File: config.mk
export PLATFORM = sky130hd
export DESIGN_NAME = disp_top
export DESIGN_NICKNAME = d
export VERILOG_FILES = /design/src/logic/disp_pkg.sv /design/src/logic/channel_scale.sv /design/src/logic/disp_output.sv /design/src/logic/disp_timing.sv /design/src/logic/disp_top.sv /design/src/logic/test_pattern.sv
export SDC_FILE = /design/constraint.sdc
export NUM_CORES = 1
export LEC_CHECK = 0
export BUFFER_PORTS_ARGS = -buffer_cell sky130_fd_sc_hd__buf_2
export CELL_PAD_IN_SITES_DETAIL_PLACEMENT = 2
export CELL_PAD_IN_SITES_GLOBAL_PLACEMENT = 2
export CORE_ASPECT_RATIO = 0.9
export CORE_UTILIZATION = 42
export CTS_CLUSTER_DIAMETER = 30
export DETAILED_ROUTE_END_ITERATION = 7
export GPL_TIMING_DRIVEN = 0
export HOLD_SLACK_MARGIN = 0.15
export PLACE_DENSITY_LB_ADDON = 0.12
export SYNTH_ARGS = -nofsm -noshare
export SYNTH_HDL_FRONTEND = slang
export SYNTH_SLANG_ARGS = --single-unit
File: constraint.sdc
create_clock -name disp_clk -period 11.65 [get_ports disp_clk]
set_input_delay 1.165 -clock disp_clk [delete_from_list [all_inputs] [get_ports disp_clk]]
set_output_delay 1.165 -clock disp_clk [all_outputs]
set_load 0.02 [all_outputs]
File: src/logic/disp_pkg.sv
package disp_pkg;

    // Coordinate and counter width
    localparam int POS_W = 10;

    // Colour channel and gain widths
    localparam int CHAN_W = 8;
    localparam int GAIN_W = 8;
    localparam int GAIN_FRAC = 7;              // 128 is unity gain

    localparam int NUM_CHAN = 3;               // Red, green, blue

    // Pixel-path register stages between disp_timing and disp_output
    localparam int PIPE_DEPTH = 2;

    typedef logic [POS_W-1:0]  pos_t;
    typedef logic [CHAN_W-1:0] chan_t;
    typedef logic [GAIN_W-1:0] gain_t;

    localparam chan_t CHAN_MAX = '1;           // Full-scale channel value

    typedef enum logic [1:0] {
        PAT_BARS     = 2'd0,
        PAT_CHECKER  = 2'd1,
        PAT_GRADIENT = 2'd2,
        PAT_WHITE    = 2'd3
    } pattern_e;

endpackage

File: src/logic/channel_scale.sv
`timescale 1ns/1ps

module channel_scale import disp_pkg::*; (
    input  logic  disp_clk,
    input  logic  reset,
    input  logic  en,
    input  logic  valid_in,
    input  chan_t chan_in,
    input  gain_t gain,
    input  chan_t offset,
    output chan_t chan_out,
    output logic  valid_out
);

    logic [CHAN_W+GAIN_W-1:0] product;
    logic [CHAN_W:0]          scaled;          // Up to 508 at maximum gain
    logic [CHAN_W+1:0]        sum;

    assign product = chan_in * gain;
    assign scaled  = product[CHAN_W+GAIN_W-1:GAIN_FRAC];
    assign sum     = {1'b0, scaled} + {2'b00, offset};

    always_ff @(posedge disp_clk) begin
        if (reset || !en) begin
            chan_out  <= '0;
            valid_out <= 1'b0;
        end else begin
            // Clip to full scale
            chan_out  <= (sum > CHAN_MAX) ? CHAN_MAX : sum[CHAN_W-1:0];
            valid_out <= valid_in;
        end
    end

endmodule

File: src/logic/disp_output.sv
`timescale 1ns/1ps

module disp_output import disp_pkg::*; (
    input  logic  disp_clk,
    input  logic  reset,
    input  logic  en,
    input  logic  hsync,
    input  logic  vsync,
    input  logic  pix_valid,
    input  chan_t red_in,
    input  chan_t green_in,
    input  chan_t blue_in,
    output logic  disp_hsync,
    output logic  disp_vsync,
    output logic  disp_de,
    output chan_t red_out,
    output chan_t green_out,
    output chan_t blue_out
);

    // Sync delay lines match the pattern and scale stages
    logic [PIPE_DEPTH-1:0] hsync_dly;
    logic [PIPE_DEPTH-1:0] vsync_dly;

    always_ff @(posedge disp_clk) begin
        if (reset || !en) begin
            hsync_dly  <= '0;
            vsync_dly  <= '0;
            disp_hsync <= 1'b0;
            disp_vsync <= 1'b0;
            disp_de    <= 1'b0;
            red_out    <= '0;
            green_out  <= '0;
            blue_out   <= '0;
        end else begin
            hsync_dly  <= {hsync_dly[PIPE_DEPTH-2:0], hsync};
            vsync_dly  <= {vsync_dly[PIPE_DEPTH-2:0], vsync};
            disp_hsync <= hsync_dly[PIPE_DEPTH-1];
            disp_vsync <= vsync_dly[PIPE_DEPTH-1];
            disp_de    <= pix_valid;
            red_out    <= pix_valid ? red_in : '0;     // Blank outside active area
            green_out  <= pix_valid ? green_in : '0;
            blue_out   <= pix_valid ? blue_in : '0;
        end
    end

endmodule

File: src/logic/disp_timing.sv
`timescale 1ns/1ps

module disp_timing import disp_pkg::*; #(
    parameter int HORZ_PIXELS      = 480,
    parameter int VERT_PIXELS      = 272,
    parameter int HORZ_LOW_WIDTH   = 41,
    parameter int HORZ_FRONT_PORCH = 2,
    parameter int HORZ_BACK_PORCH  = 2,
    parameter int VERT_LOW_WIDTH   = 10,
    parameter int VERT_FRONT_PORCH = 2,
    parameter int VERT_BACK_PORCH  = 2
) (
    input  logic disp_clk,
    input  logic reset,
    input  logic en,
    output logic hsync,
    output logic vsync,
    output logic valid_draw,
    output logic frame_start,
    output pos_t h_pos,
    output pos_t v_pos
);

    localparam int H_TOTAL = HORZ_LOW_WIDTH + HORZ_FRONT_PORCH + HORZ_PIXELS + HORZ_BACK_PORCH;
    localparam int V_TOTAL = VERT_LOW_WIDTH + VERT_FRONT_PORCH + VERT_PIXELS + VERT_BACK_PORCH;

    localparam pos_t H_SYNC_END = pos_t'(HORZ_LOW_WIDTH);
    localparam pos_t H_START    = pos_t'(HORZ_LOW_WIDTH + HORZ_FRONT_PORCH);
    localparam pos_t H_END      = pos_t'(HORZ_LOW_WIDTH + HORZ_FRONT_PORCH + HORZ_PIXELS);
    localparam pos_t H_LAST     = pos_t'(H_TOTAL - 1);

    localparam pos_t V_SYNC_END = pos_t'(VERT_LOW_WIDTH);
    localparam pos_t V_START    = pos_t'(VERT_LOW_WIDTH + VERT_FRONT_PORCH);
    localparam pos_t V_END      = pos_t'(VERT_LOW_WIDTH + VERT_FRONT_PORCH + VERT_PIXELS);
    localparam pos_t V_LAST     = pos_t'(V_TOTAL - 1);

    pos_t h_count;
    pos_t v_count;
    pos_t h_next;
    pos_t v_next;
    logic running;                             // Low on the first enabled cycle
    logic h_wrap;

    // Next count; the first enabled cycle holds count zero
    always_comb begin
        h_wrap = (h_count == H_LAST);
        if (!running) begin
            h_next = '0;
            v_next = '0;
        end else begin
            h_next = h_wrap ? '0 : h_count + pos_t'(1);
            if (h_wrap) begin
                v_next = (v_count == V_LAST) ? '0 : v_count + pos_t'(1);  // New line
            end else begin
                v_next = v_count;
            end
        end
    end

    // Outputs describe the count that is registered in the same cycle
    always_ff @(posedge disp_clk) begin
        if (reset || !en) begin
            running     <= 1'b0;
            h_count     <= '0;
            v_count     <= '0;
            hsync       <= 1'b0;
            vsync       <= 1'b0;
            valid_draw  <= 1'b0;
            frame_start <= 1'b0;
            h_pos       <= '0;
            v_pos       <= '0;
        end else begin
            running     <= 1'b1;
            h_count     <= h_next;
            v_count     <= v_next;
            hsync       <= (h_next >= H_SYNC_END);     // Low pulse at line start
            vsync       <= (v_next >= V_SYNC_END);     // Low pulse at frame start
            valid_draw  <= (h_next >= H_START) && (h_next < H_END) &&
                           (v_next >= V_START) && (v_next < V_END);
            frame_start <= (h_next == '0) && (v_next == '0);
            h_pos       <= h_next - H_START;
            v_pos       <= v_next - V_START;
        end
    end

endmodule

File: src/logic/disp_top.sv
`timescale 1ns/1ps

module disp_top import disp_pkg::*; #(
    parameter int HORZ_PIXELS      = 480,
    parameter int VERT_PIXELS      = 272,
    parameter int HORZ_LOW_WIDTH   = 41,
    parameter int HORZ_FRONT_PORCH = 2,
    parameter int HORZ_BACK_PORCH  = 2,
    parameter int VERT_LOW_WIDTH   = 10,
    parameter int VERT_FRONT_PORCH = 2,
    parameter int VERT_BACK_PORCH  = 2
) (
    input  logic     disp_clk,
    input  logic     reset,
    input  logic     en,
    input  pattern_e pattern,
    input  gain_t    gain_red,
    input  gain_t    gain_green,
    input  gain_t    gain_blue,
    input  chan_t    offset_red,
    input  chan_t    offset_green,
    input  chan_t    offset_blue,
    output logic     disp_hsync,
    output logic     disp_vsync,
    output logic     disp_de,
    output chan_t    red_out,
    output chan_t    green_out,
    output chan_t    blue_out
);

    logic hsync;
    logic vsync;
    logic valid_draw;
    logic frame_start;
    pos_t h_pos;
    pos_t v_pos;
    logic pat_valid;

    // Channel index 0 is red, 1 green, 2 blue
    chan_t [NUM_CHAN-1:0] pat_chan;
    chan_t [NUM_CHAN-1:0] scaled_chan;
    gain_t [NUM_CHAN-1:0] chan_gain;
    chan_t [NUM_CHAN-1:0] chan_offset;
    logic  [NUM_CHAN-1:0] scaled_valid;

    assign chan_gain   = {gain_blue, gain_green, gain_red};
    assign chan_offset = {offset_blue, offset_green, offset_red};

    disp_timing #(
        .HORZ_PIXELS      (HORZ_PIXELS),
        .VERT_PIXELS      (VERT_PIXELS),
        .HORZ_LOW_WIDTH   (HORZ_LOW_WIDTH),
        .HORZ_FRONT_PORCH (HORZ_FRONT_PORCH),
        .HORZ_BACK_PORCH  (HORZ_BACK_PORCH),
        .VERT_LOW_WIDTH   (VERT_LOW_WIDTH),
        .VERT_FRONT_PORCH (VERT_FRONT_PORCH),
        .VERT_BACK_PORCH  (VERT_BACK_PORCH)
    ) u_disp_timing (
        .disp_clk    (disp_clk),
        .reset       (reset),
        .en          (en),
        .hsync       (hsync),
        .vsync       (vsync),
        .valid_draw  (valid_draw),
        .frame_start (frame_start),
        .h_pos       (h_pos),
        .v_pos       (v_pos)
    );

    test_pattern #(
        .HORZ_PIXELS (HORZ_PIXELS)
    ) u_test_pattern (
        .disp_clk    (disp_clk),
        .reset       (reset),
        .en          (en),
        .valid_draw  (valid_draw),
        .frame_start (frame_start),
        .pattern     (pattern),
        .h_pos       (h_pos),
        .v_pos       (v_pos),
        .red         (pat_chan[0]),
        .green       (pat_chan[1]),
        .blue        (pat_chan[2]),
        .pix_valid   (pat_valid)
    );

    for (genvar i = 0; i < NUM_CHAN; i++) begin : g_chan
        channel_scale u_channel_scale (
            .disp_clk  (disp_clk),
            .reset     (reset),
            .en        (en),
            .valid_in  (pat_valid),
            .chan_in   (pat_chan[i]),
            .gain      (chan_gain[i]),
            .offset    (chan_offset[i]),
            .chan_out  (scaled_chan[i]),
            .valid_out (scaled_valid[i])
        );
    end

    disp_output u_disp_output (
        .disp_clk   (disp_clk),
        .reset      (reset),
        .en         (en),
        .hsync      (hsync),
        .vsync      (vsync),
        .pix_valid  (&scaled_valid),               // All channels move in lockstep
        .red_in     (scaled_chan[0]),
        .green_in   (scaled_chan[1]),
        .blue_in    (scaled_chan[2]),
        .disp_hsync (disp_hsync),
        .disp_vsync (disp_vsync),
        .disp_de    (disp_de),
        .red_out    (red_out),
        .green_out  (green_out),
        .blue_out   (blue_out)
    );

endmodule

File: src/logic/test_pattern.sv
`timescale 1ns/1ps

module test_pattern import disp_pkg::*; #(
    parameter int HORZ_PIXELS = 480
) (
    input  logic     disp_clk,
    input  logic     reset,
    input  logic     en,
    input  logic     valid_draw,
    input  logic     frame_start,
    input  pattern_e pattern,
    input  pos_t     h_pos,
    input  pos_t     v_pos,
    output chan_t    red,
    output chan_t    green,
    output chan_t    blue,
    output logic     pix_valid
);

    localparam pos_t BAR_WIDTH = pos_t'(HORZ_PIXELS / 8);

    pattern_e pattern_q;                       // Held for the whole frame
    pos_t     bar_div;
    logic [2:0] bar_idx;
    chan_t    pat_r;
    chan_t    pat_g;
    chan_t    pat_b;

    assign bar_div = h_pos / BAR_WIDTH;
    assign bar_idx = bar_div[2:0];

    always_comb begin
        pat_r = '0;
        pat_g = '0;
        pat_b = '0;
        case (pattern_q)
            PAT_BARS: begin
                pat_r = bar_idx[2] ? CHAN_MAX : '0;
                pat_g = bar_idx[1] ? CHAN_MAX : '0;
                pat_b = bar_idx[0] ? CHAN_MAX : '0;
            end
            PAT_CHECKER: begin
                // 16 pixel squares
                pat_r = (h_pos[4] ^ v_pos[4]) ? CHAN_MAX : '0;
                pat_g = pat_r;
                pat_b = pat_r;
            end
            PAT_GRADIENT: begin
                pat_r = h_pos[CHAN_W-1:0];
                pat_g = v_pos[CHAN_W-1:0];
                pat_b = CHAN_MAX - h_pos[CHAN_W-1:0];
            end
            PAT_WHITE: begin
                pat_r = CHAN_MAX;
                pat_g = CHAN_MAX;
                pat_b = CHAN_MAX;
            end
        endcase
    end

    always_ff @(posedge disp_clk) begin
        if (reset) begin
            pattern_q <= PAT_BARS;
        end else if (frame_start) begin
            pattern_q <= pattern;              // Change only at frame boundary
        end
    end

    always_ff @(posedge disp_clk) begin
        if (reset || !en) begin
            red       <= '0;
            green     <= '0;
            blue      <= '0;
            pix_valid <= 1'b0;
        end else begin
            red       <= valid_draw ? pat_r : '0;
            green     <= valid_draw ? pat_g : '0;
            blue      <= valid_draw ? pat_b : '0;
            pix_valid <= valid_draw;
        end
    end

endmodule

==> results.py, run 1 <==
metrics = {
    "die": {
        "die-height_um": 158,
        "core_region_area_um2": 26300,
        "die_x_um": 176,
        "dieArea_um2": 27800,
        "initial_core_util_pct": 43.3,
        "placementRows": 56,
        "pin_count": 80,
    },
    "pwr": {
        "p_per_area_nw_per_um2": 81.5,
        "p_leak_nw": 6.52,
        "max-vdd-ir-drop_uv": 80.1,
    },
    "critical_path": {
        "worst-path-buf-inv": 6,
        "worstPathCellList": "buf_2 -> and2_1 -> fa_1 -> inv_1 -> fa_1 -> inv_1 -> fa_1 -> inv_1 -> fa_1 -> inv_1 -> ha_1 -> or4_1 -> a221oi_1 -> nor2_1 -> and2_1 -> o21a_1 -> nor3_1 -> nor2_1 -> ha_1 -> a21oi_1 -> inv_1 -> o21ai_0 -> nor2b_1 -> a21oi_1",
        "crit_path_start_kind": "input pin",
        "cp.required_ps": 11910,
        "slowest_delay_ps": 580,
        "crit_path_max_fanout": 8,
        "worstPathArrival_ps": 7260,
        "critPathCaptureType": "flip-flop",
        "cp_slowest_cell": "or4_1",
        "crit_path_frequent_cell": "inv_1",
        "cp_top_family": "adder cells",
        "criticalPathCategory": "in2reg",
    },
    "yosys": {
        "yosysUniqueCellTypes": 71,
        "yosys_warnings": 0,
        "yosysSeqAreaShare_pct": 21.8,
        "synth_edf_count": 0,
        "syn-cell-area_um2": 11400,
        "avgSynthCellArea_um2": 8.80,
        "synth_top_cell_area_share_pct": 21.8,
        "async_flop_share_pct": 0,
        "syn-num-nets": 1591,
        "synth_area_leaders": "dfxtp_1, fa_1, ha_1",
        "synth_flop_cell": "dfxtp_1",
        "synth-seq-cells": 124,
        "syn-instance-count": 1296,
        "yosysTopAreaCell": "dfxtp_1",
    },
    "timing": {
        "tightest_slew_ps": 872,
        "maxSlewHeadroom_pct": 41.8,
        "hold_violations": 0,
        "timing.fmax_mhz": 143,
        "min_period_ps": 7000,
        "timing.final.crit_share_pct": 60.1,
        "fin_worst_skew_ps": 9.72,
        "setup_viol": 0,
        "fin_setup_tns_ps": 0,
        "whs_ps": 427,
        "grt_setup_unrepaired": "no",
        "slew_viol_final": 0,
    },
    "placement": {
        "place.port_buffers": 79,
        "dp_hpwl_um": 27100,
        "gp_congestion": 0.803,
        "placed_area_um2": 12200,
    },
    "cells_and_area": {
        "drive_gt1_share_pct": 9.45,
        "area_growth_pct": 12.5,
        "stdcell_area_um2": 12800,
        "nets": 1689,
    },
    "drt": {
        "detail-route-antenna-nets": 0,
        "routedWlPerCell_um": 19.8,
        "via_per_inst": 5.31,
        "drt-pass1-iter-count": 4,
        "drc": 0,
        "drtIter0Drc": 317,
        "via_count": 9332,
        "finalWirelength_um": 34700,
    },
    "job": {
        "cap_violations": 0,
    },
    "clocking": {
        "insertion_delay_ps": 430,
        "post_cts_buffers": 0,
        "hold_buffers": 0,
        "clkSlewWorstSetupHoldPaths_ps": 60,
        "cts.sinks": 124,
        "cts_resized": 0,
        "htreeDepth": 4,
        "numCtsBuffers": 17,
        "clockBufferDepth": 2,
        "clock-root-buffer": "clkbuf_16",
        "tritoncts": "yes",
    },
    "min_path": {
        "min_path_type": "reg2reg",
    },
    "global_routing": {
        "antenna_found_initial": 0,
        "gr-total-overflow": 0,
        "grt_pass1_vias": 10500,
        "grt_pass1_wl_um": 56300,
        "gr-usage-all-layers_pct": 26.2,
        "grt_max_degree": 17,
    },
    "run_status": {
        "status": "completed",
    },
}
[synth_stat cells (3+ instances only)]
library cell / number
nand2b_1: 15
ha_1: 134
a21o_1: 8
o21bai_1: 3
and2_1: 163
fa_1: 108
a211oi_1: 3
or3_1: 7
xor2_1: 29
o21ai_1: 5
mux2i_1: 5
a31oi_1: 8
nor2_1: 79
nor3_1: 18
nand3_1: 9
a311oi_1: 3
or4_1: 3
inv_1: 188
xnor2_1: 35
dfxtp_1: 124
a21oi_1: 86
and3_1: 27
clkbuf_1: 19
buf_2: 3
o21ai_0: 28
nand4b_1: 3
o31a_1: 3
buf_1: 3
nor2b_1: 12
o31ai_1: 6
nor4_1: 3
nand4_1: 7
a31o_2: 3
o21a_1: 16
nand2_1: 87
[worst register-to-register path, cell delays in order, from the launching register on]
cell and delay (ps):
dfxtp_1 400, and2_1 230, fa_1 530, inv_1 60, fa_1 530, inv_1 50, fa_1 540, inv_1 60
fa_1 530, inv_1 60, ha_1 220, or4_1 580, a221oi_1 410, nor2_1 140, and2_1 200, o21a_1 180
nor3_1 150, nor2_1 70, ha_1 320, a21oi_1 190, inv_1 50, o21ai_0 260, nor2b_1 480, a21oi_1 170
[metrics by stage]
| stage | util [%] | power (mW) | cells | worst slack [ps] |
|---|---|---|---|---|
| floorplan | - | 0.470 | 1296 | 5230 |
| global placement | 46.4 | 0.500 | 1723 | 4510 |
| detailed placement | 46.4 | 0.504 | 1723 | 4320 |
| CTS | 48.7 | 1.05 | 1755 | 4660 |
| global route | 48.7 | 1.07 | 1755 | 4340 |
| finish | 48.7 | 1.05 | 1756 | 4650 |
[final cells by class]
type / count / area, µm²
Sequential cell: 124 / 2480
Buffer: 27 / 120
Tap cell: 348 / 435
Antenna cell: 1 / 2.50
Inverter: 189 / 709
Clock inverter: 13 / 165
Multi-Input combinational cell: 956 / 8090
Fill cell: 2949 / 13500
Clock buffer: 19 / 433
Timing Repair Buffer: 79 / 395
[state kept, by name, summed over array words and instances, names as in the netlist, 8 cells and up]
register,cells
g_chan.u_channel_scale.chan_out,24
u_disp_timing.h_count,10
u_disp_timing.h_pos,10
u_disp_timing.v_count,10
u_disp_output.blue_out,8
u_disp_output.green_out,8
u_disp_output.red_out,8
u_test_pattern.blue,8
u_test_pattern.green,8
u_test_pattern.red,8
[kinds of logic (layout without fill, tap and decap cells)]
logic type	Yosys count	after routing	synth area share (%)
adders and majority gates	243	243	33.7
and+or+nand+nor	446	446	20.9
buffers and inverters	216	327	7.27
AOI/OAI and AO/OA	196	196	10.8
muxes	7	7	0.636
xor gates and xnor gates	64	64	4.91
other	0	1	0
DFF	124	124	21.8
[report_power, final]
| part | leakage [nW] | total [mW] | internal [mW] | switching, mW |
|---|---|---|---|---|
| clock network | 0.292 | 0.549 | 0.338 | 0.211 |
| logic | 5.22 | 0.0615 | 0.0199 | 0.0416 |
| registers | 1.01 | 0.435 | 0.431 | 0.00431 |
| total | 6.52 | 1.05 | 0.789 | 0.257 |
[cell usage in the layout (no fill, tap or decap), drive strengths merged, types with 4 or more instances in the layout]
master and count:
xnor2 35, a21o 8, o31ai 7, inv 192, clkbuf 38, and2 163
nor2 81, nor4 4, or3 8, nand2b 15, fa 108, o21ai 35
xor2 29, a311oi 4, ha 134, a21oi 86, a31oi 8, dfxtp 124
nor2b 12, and3 27, nand4 7, clkinv 6, nand2 88, o21a 16
nor3 18, nand3 10, mux2i 5, buf 87
[layer usage]
layer	up-vias	share of wire [%]	global-route usage [%]
met3	43	2.0	3.01
met1	4754	44	32.7
met5	-	0	0
li1	4412	-	-
met2	123	52	48.0
met4	0	1.6	6.34
[final timing paths]
check                                   startpoint                                               end  slack (ps)  cells past startpoint
hold reg to reg     u_disp_timing.hsync$_SDFF_PN0_             u_disp_output.hsync_dly[0]$_SDFF_PN0_         430                      1
hold / removal      u_disp_timing.hsync$_SDFF_PN0_             u_disp_output.hsync_dly[0]$_SDFF_PN0_         430                      1
setup reg to reg  u_test_pattern.red[2]$_SDFF_PP0_  g_chan[0].u_channel_scale.chan_out[3]$_SDFF_PN0_        5090                     23
setup / recovery                       gain_red[7]  g_chan[0].u_channel_scale.chan_out[3]$_SDFF_PN0_        4650                     24
Note: power is estimated with default switching activity, not from simulation.
==> inputs of run 2 (changes only) <==
--- a/config.mk
+++ b/config.mk
@@ -5,11 +5,12 @@
 export SDC_FILE = /design/constraint.sdc
 export NUM_CORES = 1
 export LEC_CHECK = 0
+export ABC_AREA = 1
 export BUFFER_PORTS_ARGS = -buffer_cell sky130_fd_sc_hd__buf_2
 export CELL_PAD_IN_SITES_DETAIL_PLACEMENT = 2
 export CELL_PAD_IN_SITES_GLOBAL_PLACEMENT = 2
 export CORE_ASPECT_RATIO = 0.9
-export CORE_UTILIZATION = 42
+export CORE_UTILIZATION = 36
 export CTS_CLUSTER_DIAMETER = 30
 export DETAILED_ROUTE_END_ITERATION = 7
 export GPL_TIMING_DRIVEN = 0
==> constraint.sdc (replaced) <==
create_clock -name disp_clk -period 6.9 [get_ports disp_clk]
set_input_delay 0.69 -clock disp_clk [delete_from_list [all_inputs] [get_ports disp_clk]]
set_output_delay 0.69 -clock disp_clk [all_outputs]
set_load 0.02 [all_outputs]
==> results.py, run 2 <==
metrics = {
    "run_status": {
        "status": "completed",
    },
    "die": {
        "pin_count": 80,
        "initial_core_util_pct": 36.6,
        "die-height_um": 176,
        "core_region_area_um2": 32900,
        "die_x_um": 195,
        "dieArea_um2": 34200,
        "placementRows": 63,
    },
    "cells_and_area": {
        "final_cells": 2176,
        "fillers": 3945,
        "utilization_pct": 40.8,
        "final_common_cell": "inv_1",
        "regMostFlops": "g_chan.u_channel_scale.chan_out",
        "seqCellArea_um2": 2480,
        "nets": 2036,
        "multi_input_area_um2": 7660,
        "largest_reg_flops": 24,
        "final_cell_mix": "inv_1, nand2_1, nor2_1",
        "area_growth_pct": 11.7,
        "drive_gt1_share_pct": 8.55,
        "antenna_cells": 0,
    },
    "global_routing": {
        "grt_pass1_vias": 11700,
        "antenna_found_initial": 0,
        "gr-usage-all-layers_pct": 22.0,
        "grt_pass1_wl_um": 59600,
        "grt_max_degree": 17,
        "gr-total-overflow": 0,
    },
    "critical_path": {
        "r2r_start": "u_test_pattern.red[3]$_SDFF_PP0_",
        "slowest_delay_ps": 550,
        "cp.required_ps": 7190,
        "r2r_end": "g_chan[0].u_channel_scale.chan_out[4]$_SDFF_PN0_",
        "crit_path_start_kind": "input pin",
        "critPathCaptureType": "flip-flop",
        "r2r_cells": 32,
        "cp_slowest_cell": "fa_1",
        "criticalPathCategory": "in2reg",
        "crit_path_max_fanout": 8,
        "worstPathArrival_ps": 6700,
        "worstPathCellList": "clkbuf_1 -> nand2_1 -> fa_1 -> fa_1 -> inv_1 -> fa_1 -> fa_1 -> ha_1 -> nand2_1 -> o21ai_1 -> a21oi_1 -> xnor2_1 -> ha_1 -> nand2_1 -> o21ai_0 -> a21oi_1 -> o21bai_1 -> nand2_1 -> a21boi_0 -> a21boi_0 -> o211ai_2 -> nor2_1 -> nor2_1",
        "regToRegSetupSlack_ps": 540,
    },
    "yosys": {
        "syn-instance-count": 1669,
        "yosys_warnings": 0,
        "syn-num-nets": 1964,
        "synth_top_cell_area_share_pct": 20.6,
        "synth-simple-area-share_pct": 20.7,
        "synth-compound-area-share_pct": 7.60,
        "synthMuxAreaShare_pct": 0,
        "synth_edf_count": 0,
        "synthAdderAreaFrac_pct": 31.9,
        "yosysTopAreaCell": "dfxtp_1",
        "synthMostInstantiatedCell": "inv_1",
        "synth_area_leaders": "dfxtp_1, fa_1, inv_1",
        "yosys-top-cells-count": "inv_1, nand2_1, nor2_1",
        "yosysUniqueCellTypes": 48,
        "async_flop_share_pct": 0,
        "synth_flop_cell": "dfxtp_1",
        "synth_top_family_by_area": "adder cells",
        "avgSynthCellArea_um2": 7.22,
        "yosysSeqAreaShare_pct": 20.6,
        "synth_xor_xnor_area_share_pct": 3.27,
        "synth-seq-cells": 124,
        "syn-cell-area_um2": 12100,
    },
    "timing": {
        "hold_violations": 0,
        "timing.final.crit_share_pct": 92.9,
        "grt_setup_unrepaired": "no",
        "fin_worst_skew_ps": 10.2,
        "maxSlewHeadroom_pct": 34.9,
        "min_period_ps": 6410,
        "setup_viol": 0,
        "tightest_slew_ps": 977,
        "slew_viol_final": 0,
        "timing.fmax_mhz": 156,
        "whs_ps": 411,
        "setup_ws_ps": 492,
    },
    "pwr": {
        "max-vdd-ir-drop_uv": 154,
        "p_seq_share_pct": 41.9,
        "p_clk_share_pct": 51.0,
        "p_per_area_nw_per_um2": 130,
        "switching_power_mw": 0.445,
        "power_mw": 1.75,
        "sw_frac_of_total_pct": 25.4,
        "p_leak_nw": 8.16,
        "power_frac_comb_pct": 7.1,
        "p_int_mw": 1.31,
    },
    "drt": {
        "finalWirelength_um": 35700,
        "routedWlPerCell_um": 16.4,
        "detail-route-antenna-nets": 0,
        "via_count": 10300,
        "via_per_inst": 4.72,
        "drc": 0,
        "drt-pass1-iter-count": 4,
        "drtIter0Drc": 243,
    },
    "placement": {
        "post-place-ws_ps": -243,
        "gp_congestion": 0.808,
        "dp.cells": 2150,
        "dp_hpwl_um": 29400,
        "place.port_buffers": 59,
    },
    "clocking": {
        "hold_buffers": 0,
        "clockBufferDepth": 2,
        "numCtsBuffers": 17,
        "insertion_delay_ps": 430,
        "tritoncts": "yes",
        "clkSlewWorstSetupHoldPaths_ps": 60,
        "clock-root-buffer": "clkbuf_16",
        "htreeDepth": 4,
        "cts.sinks": 124,
    },
    "min_path": {
        "hp-start": "g_chan[0].u_channel_scale.chan_out[7]$_SDFF_PN0_",
        "hold_path_end": "u_disp_output.red_out[7]$_SDFF_PP0_",
        "min_path_cells": 2,
        "min_path_type": "reg2reg",
    },
    "job": {
        "cap_violations": 0,
    },
}
## run 2: worst max path at each step
| stage | start | endpoint | slack (ps) | cells past startpoint |
|---|---|---|---|---|
| 5_1_grt | gain_blue[7] | g_chan[2].u_channel_scale.chan_out[1]$_SDFF_PN0_ | 9 | 25 |
| 3_3_place_gp | gain_red[6] | g_chan[0].u_channel_scale.chan_out[3]$_SDFF_PN0_ | -0.5 | 29 |
| 4_1_cts | u_test_pattern.red[2]$_SDFF_PP0_ | g_chan[0].u_channel_scale.chan_out[3]$_SDFF_PN0_ | 140 | 29 |
| 6_report | gain_blue[7] | g_chan[2].u_channel_scale.chan_out[2]$_SDFF_PN0_ | 490 | 23 |
| 2_1_floorplan | gain_red[7] | g_chan[0].u_channel_scale.chan_out[3]$_SDFF_PN0_ | 950 | 29 |
| 3_5_place_dp | gain_red[6] | g_chan[0].u_channel_scale.chan_out[3]$_SDFF_PN0_ | -240 | 29 |
## run 2: cell families (layout without fill, tap and decap cells)
group / after synthesis / in the layout
XOR/XNOR: 45 / 45
adder cells (fa/ha/maj): 242 / 242
AO/OA/AOI/OAI: 159 / 159
buffers and inverters: 510 / 595
flip-flops: 124 / 124
AND/OR/NAND/NOR: 589 / 589
## run 2: cell type report
| class | instances | area share [%] |
|---|---|---|
| sequential | 124 | 18.4 |
| inverter | 456 | 12.7 |
| timing repair buffer | 60 | 2.25 |
| clock buffer | 19 | 3.29 |
| multi-input combinational | 1035 | 56.9 |
| buffer | 47 | 1.39 |
| tap | 422 | 3.92 |
| clock inverter | 13 | 1.05 |
## run 2: critical path: cells and delay by family
| kind | cells | cell delay (ps) |
|---|---|---|
| and+or+nand+nor | 6 | 700 |
| AOI/OAI and AO/OA | 8 | 1880 |
| adders and majority gates | 6 | 2830 |
| buffers and inverters | 2 | 430 |
| xor gates and xnor gates | 1 | 150 |
## run 2: per-stage QoR
stage / setup TNS [ps] / cell area, µm²
6_report: 0 / 13500
2_1_floorplan: 0 / 12100
5_1_grt: 0 / 13500
4_1_cts: 0 / 13500
3_3_place_gp: -0.518 / 12900
3_5_place_dp: -1630 / 12900
## run 2: power groups by stage
stage / clock network (mW) / registers, mW / logic, mW
after floorplan: 0 / 0.747 / 0.0774
after global placement: 0 / 0.750 / 0.120
after detailed placement: 0 / 0.751 / 0.125
after CTS: 0.921 / 0.735 / 0.127
after global routing: 0.946 / 0.735 / 0.141
final: 0.894 / 0.735 / 0.125
## run 2: what timing repair did
action | CTS | global route
setup endpoints to repair | 0 | 16
buffers inserted | 0 | 1
gates resized for setup | 0 | 13
## run 2: layer usage
layer	vias to the layer above	track usage [%]	share of wire [%]
met5	-	0	0
met4	0	4.63	1.4
met3	37	2.59	1.9
met2	92	39.6	50
met1	5074	28.2	47
li1	5067	-	-
==> inputs of run 3 (changes only) <==
--- a/config.mk
+++ b/config.mk
@@ -7,11 +7,12 @@
 export LEC_CHECK = 0
 export ABC_AREA = 1
 export BUFFER_PORTS_ARGS = -buffer_cell sky130_fd_sc_hd__buf_2
+export CAP_MARGIN = 20
 export CELL_PAD_IN_SITES_DETAIL_PLACEMENT = 2
 export CELL_PAD_IN_SITES_GLOBAL_PLACEMENT = 2
 export CORE_ASPECT_RATIO = 0.9
-export CORE_UTILIZATION = 36
-export CTS_CLUSTER_DIAMETER = 30
+export CORE_UTILIZATION = 37
+export CTS_BUF_LIST = sky130_fd_sc_hd__clkbuf_2 sky130_fd_sc_hd__clkbuf_4 sky130_fd_sc_hd__clkbuf_8
 export DETAILED_ROUTE_END_ITERATION = 7
 export GPL_TIMING_DRIVEN = 0
 export HOLD_SLACK_MARGIN = 0.15
==> results.py, run 3 (synthesized netlist as in run 2, its figures left out) <==
metrics = {
    "run_status": {
        "status": "completed",
    },
    "global_routing": {
        "grt_pass1_vias": 11900,
        "grt_pass1_wl_um": 59200,
        "grt_max_degree": 17,
        "gr-total-overflow": 0,
        "gr-usage-all-layers_pct": 22.5,
        "antenna_found_initial": 1,
    },
    "cells_and_area": {
        "antenna_cells": 0,
        "final_common_cell": "inv_1",
        "stdcell_area_um2": 13300,
        "utilization_pct": 41.6,
        "nets": 2037,
        "final_cell_mix": "inv_1, nand2_1, nor2_1",
        "area_growth_pct": 10.3,
        "regMostFlops": "g_chan.u_channel_scale.chan_out",
        "drive_gt1_share_pct": 8.32,
        "fillers": 3878,
        "largest_reg_flops": 24,
    },
    "drt": {
        "via_per_inst": 4.75,
        "drtIter0Drc": 238,
        "finalWirelength_um": 35000,
        "drt-pass1-iter-count": 4,
        "routedWlPerCell_um": 16.1,
        "drc": 0,
        "detail-route-antenna-nets": 0,
        "via_count": 10300,
    },
    "timing": {
        "timing.final.crit_share_pct": 92.8,
        "grt_setup_unrepaired": "no",
        "fin_worst_skew_ps": 17.3,
        "slew_viol_final": 0,
        "setup_viol": 0,
        "setup_ws_ps": 495,
        "min_period_ps": 6400,
        "tightest_slew_ps": 880,
        "maxSlewHeadroom_pct": 41.3,
        "timing.fmax_mhz": 156,
        "hold_violations": 0,
    },
    "die": {
        "pin_count": 80,
        "initial_core_util_pct": 37.7,
        "core_region_area_um2": 32000,
        "dieArea_um2": 33300,
        "placementRows": 62,
        "die-height_um": 173,
        "die_x_um": 192,
    },
    "critical_path": {
        "worstPathArrival_ps": 6720,
        "crit_path_max_fanout": 8,
        "cp.required_ps": 7210,
        "crit_path_start_kind": "input pin",
        "startpoint": "gain_blue[4]",
        "criticalPathCategory": "in2reg",
        "r2r_start": "u_test_pattern.blue[1]$_SDFF_PP0_",
        "critPathCaptureType": "flip-flop",
    },
    "placement": {
        "dp_hpwl_um": 28800,
        "gp_congestion": 0.801,
        "place.port_buffers": 59,
        "post-place-ws_ps": -322,
        "placed_area_um2": 12900,
    },
    "clocking": {
        "clkSlewWorstSetupHoldPaths_ps": 80,
        "numCtsBuffers": 17,
        "cts.sinks": 124,
        "htreeDepth": 4,
        "tritoncts": "yes",
        "clockBufferDepth": 2,
        "clock-root-buffer": "clkbuf_8",
        "insertion_delay_ps": 460,
    },
    "pwr": {
        "p_leak_nw": 8.06,
        "power_mw": 1.57,
        "max-vdd-ir-drop_uv": 123,
        "p_per_area_nw_per_um2": 118,
    },
    "min_path": {
        "min_path_type": "reg2reg",
        "hp-start": "g_chan[0].u_channel_scale.chan_out[0]$_SDFF_PN0_",
    },
    "job": {
        "cap_violations": 0,
    },
}
run 3: cell count changes in the layout (fill, tap and decap cells not counted), moves of 3 or more:
| cell | before | now |
|---|---|---|
| clkbuf_2 | 4 | 0 |
| clkbuf_1 | 39 | 43 |
| clkinvlp_4 | 0 | 4 |
| clkbuf_8 | 1 | 20 |
| clkbuf_16 | 17 | 0 |
| inv_6 | 3 | 0 |
| clkinv_4 | 4 | 1 |
run 3: per-layer routing:
metal | track usage (%) | vias to the layer above | wire length [µm]
met4 | 4.76 | 2 | 418
met5 | 0 | - | 14
li1 | - | 5073 | -
met1 | 28.4 | 5110 | 16100
met3 | 3.26 | 29 | 751
met2 | 40.3 | 90 | 17700
run 3: metrics by stage:
step | setup TNS [ps] | std cells | hold slack, ps
floorplan | 0 | 1669 | 394
global route | 0 | 2171 | 423
detailed placement | -2780 | 2144 | 406
finish | 0 | 2171 | 408
CTS | 0 | 2176 | 414
global placement | -20.7 | 2144 | 396
run 3: what timing repair did:
item                       CTS  global route
setup endpoints to repair    0            23
hold buffers                 0             0
gates resized for setup      0             6
buffers inserted             0             1
run 3: where the power goes:
part / leakage, nW / internal [mW] / total [mW] / switching, mW
registers: 1.01 / 0.726 / 0.734 / 0.00802
clock network: 0.208 / 0.393 / 0.708 / 0.315
logic: 6.85 / 0.0372 / 0.123 / 0.0856
total: 8.06 / 1.16 / 1.57 / 0.409
run 3: critical path, stage by stage:
cell,delay (ps)
clkbuf_1,210
nand2_1,110
inv_1,60
fa_1,460
fa_1,490
ha_1,280
inv_1,50
fa_1,530
inv_1,40
ha_1,300
a21oi_1,160
nand2_1,90
a21oi_2,260
inv_1,110
a21oi_1,180
xnor2_1,280
inv_1,160
fa_1,480
o21ai_0,330
a21oi_1,120
o21bai_1,200
nand2_1,80
a21boi_0,240
a21boi_0,300
o211ai_2,230
nor2_1,190
nor2_1,60
run 3: layout make-up:
class / count / area (µm²) / share of cell area (%)
Clock inverter: 10 / 139 / 1.04
Clock buffer: 22 / 290 / 2.18
Sequential cell: 124 / 2480 / 18.7
Tap cell: 416 / 520 / 3.92
Timing Repair Buffer: 60 / 303 / 2.28
Multi-Input combinational cell: 1035 / 7660 / 57.6
Buffer: 48 / 185 / 1.39
Inverter: 456 / 1720 / 12.9
run 3: final timing paths:
check,endpoint,slack (ps),depth (start not counted)
worst max-delay path,g_chan[2].u_channel_scale.chan_out[7]$_SDFF_PN0_,500,27
worst min-delay path,u_disp_output.red_out[0]$_SDFF_PP0_,410,2
worst max register to register,g_chan[2].u_channel_scale.chan_out[7]$_SDFF_PN0_,510,25
worst min register to register,u_disp_output.red_out[0]$_SDFF_PP0_,410,2
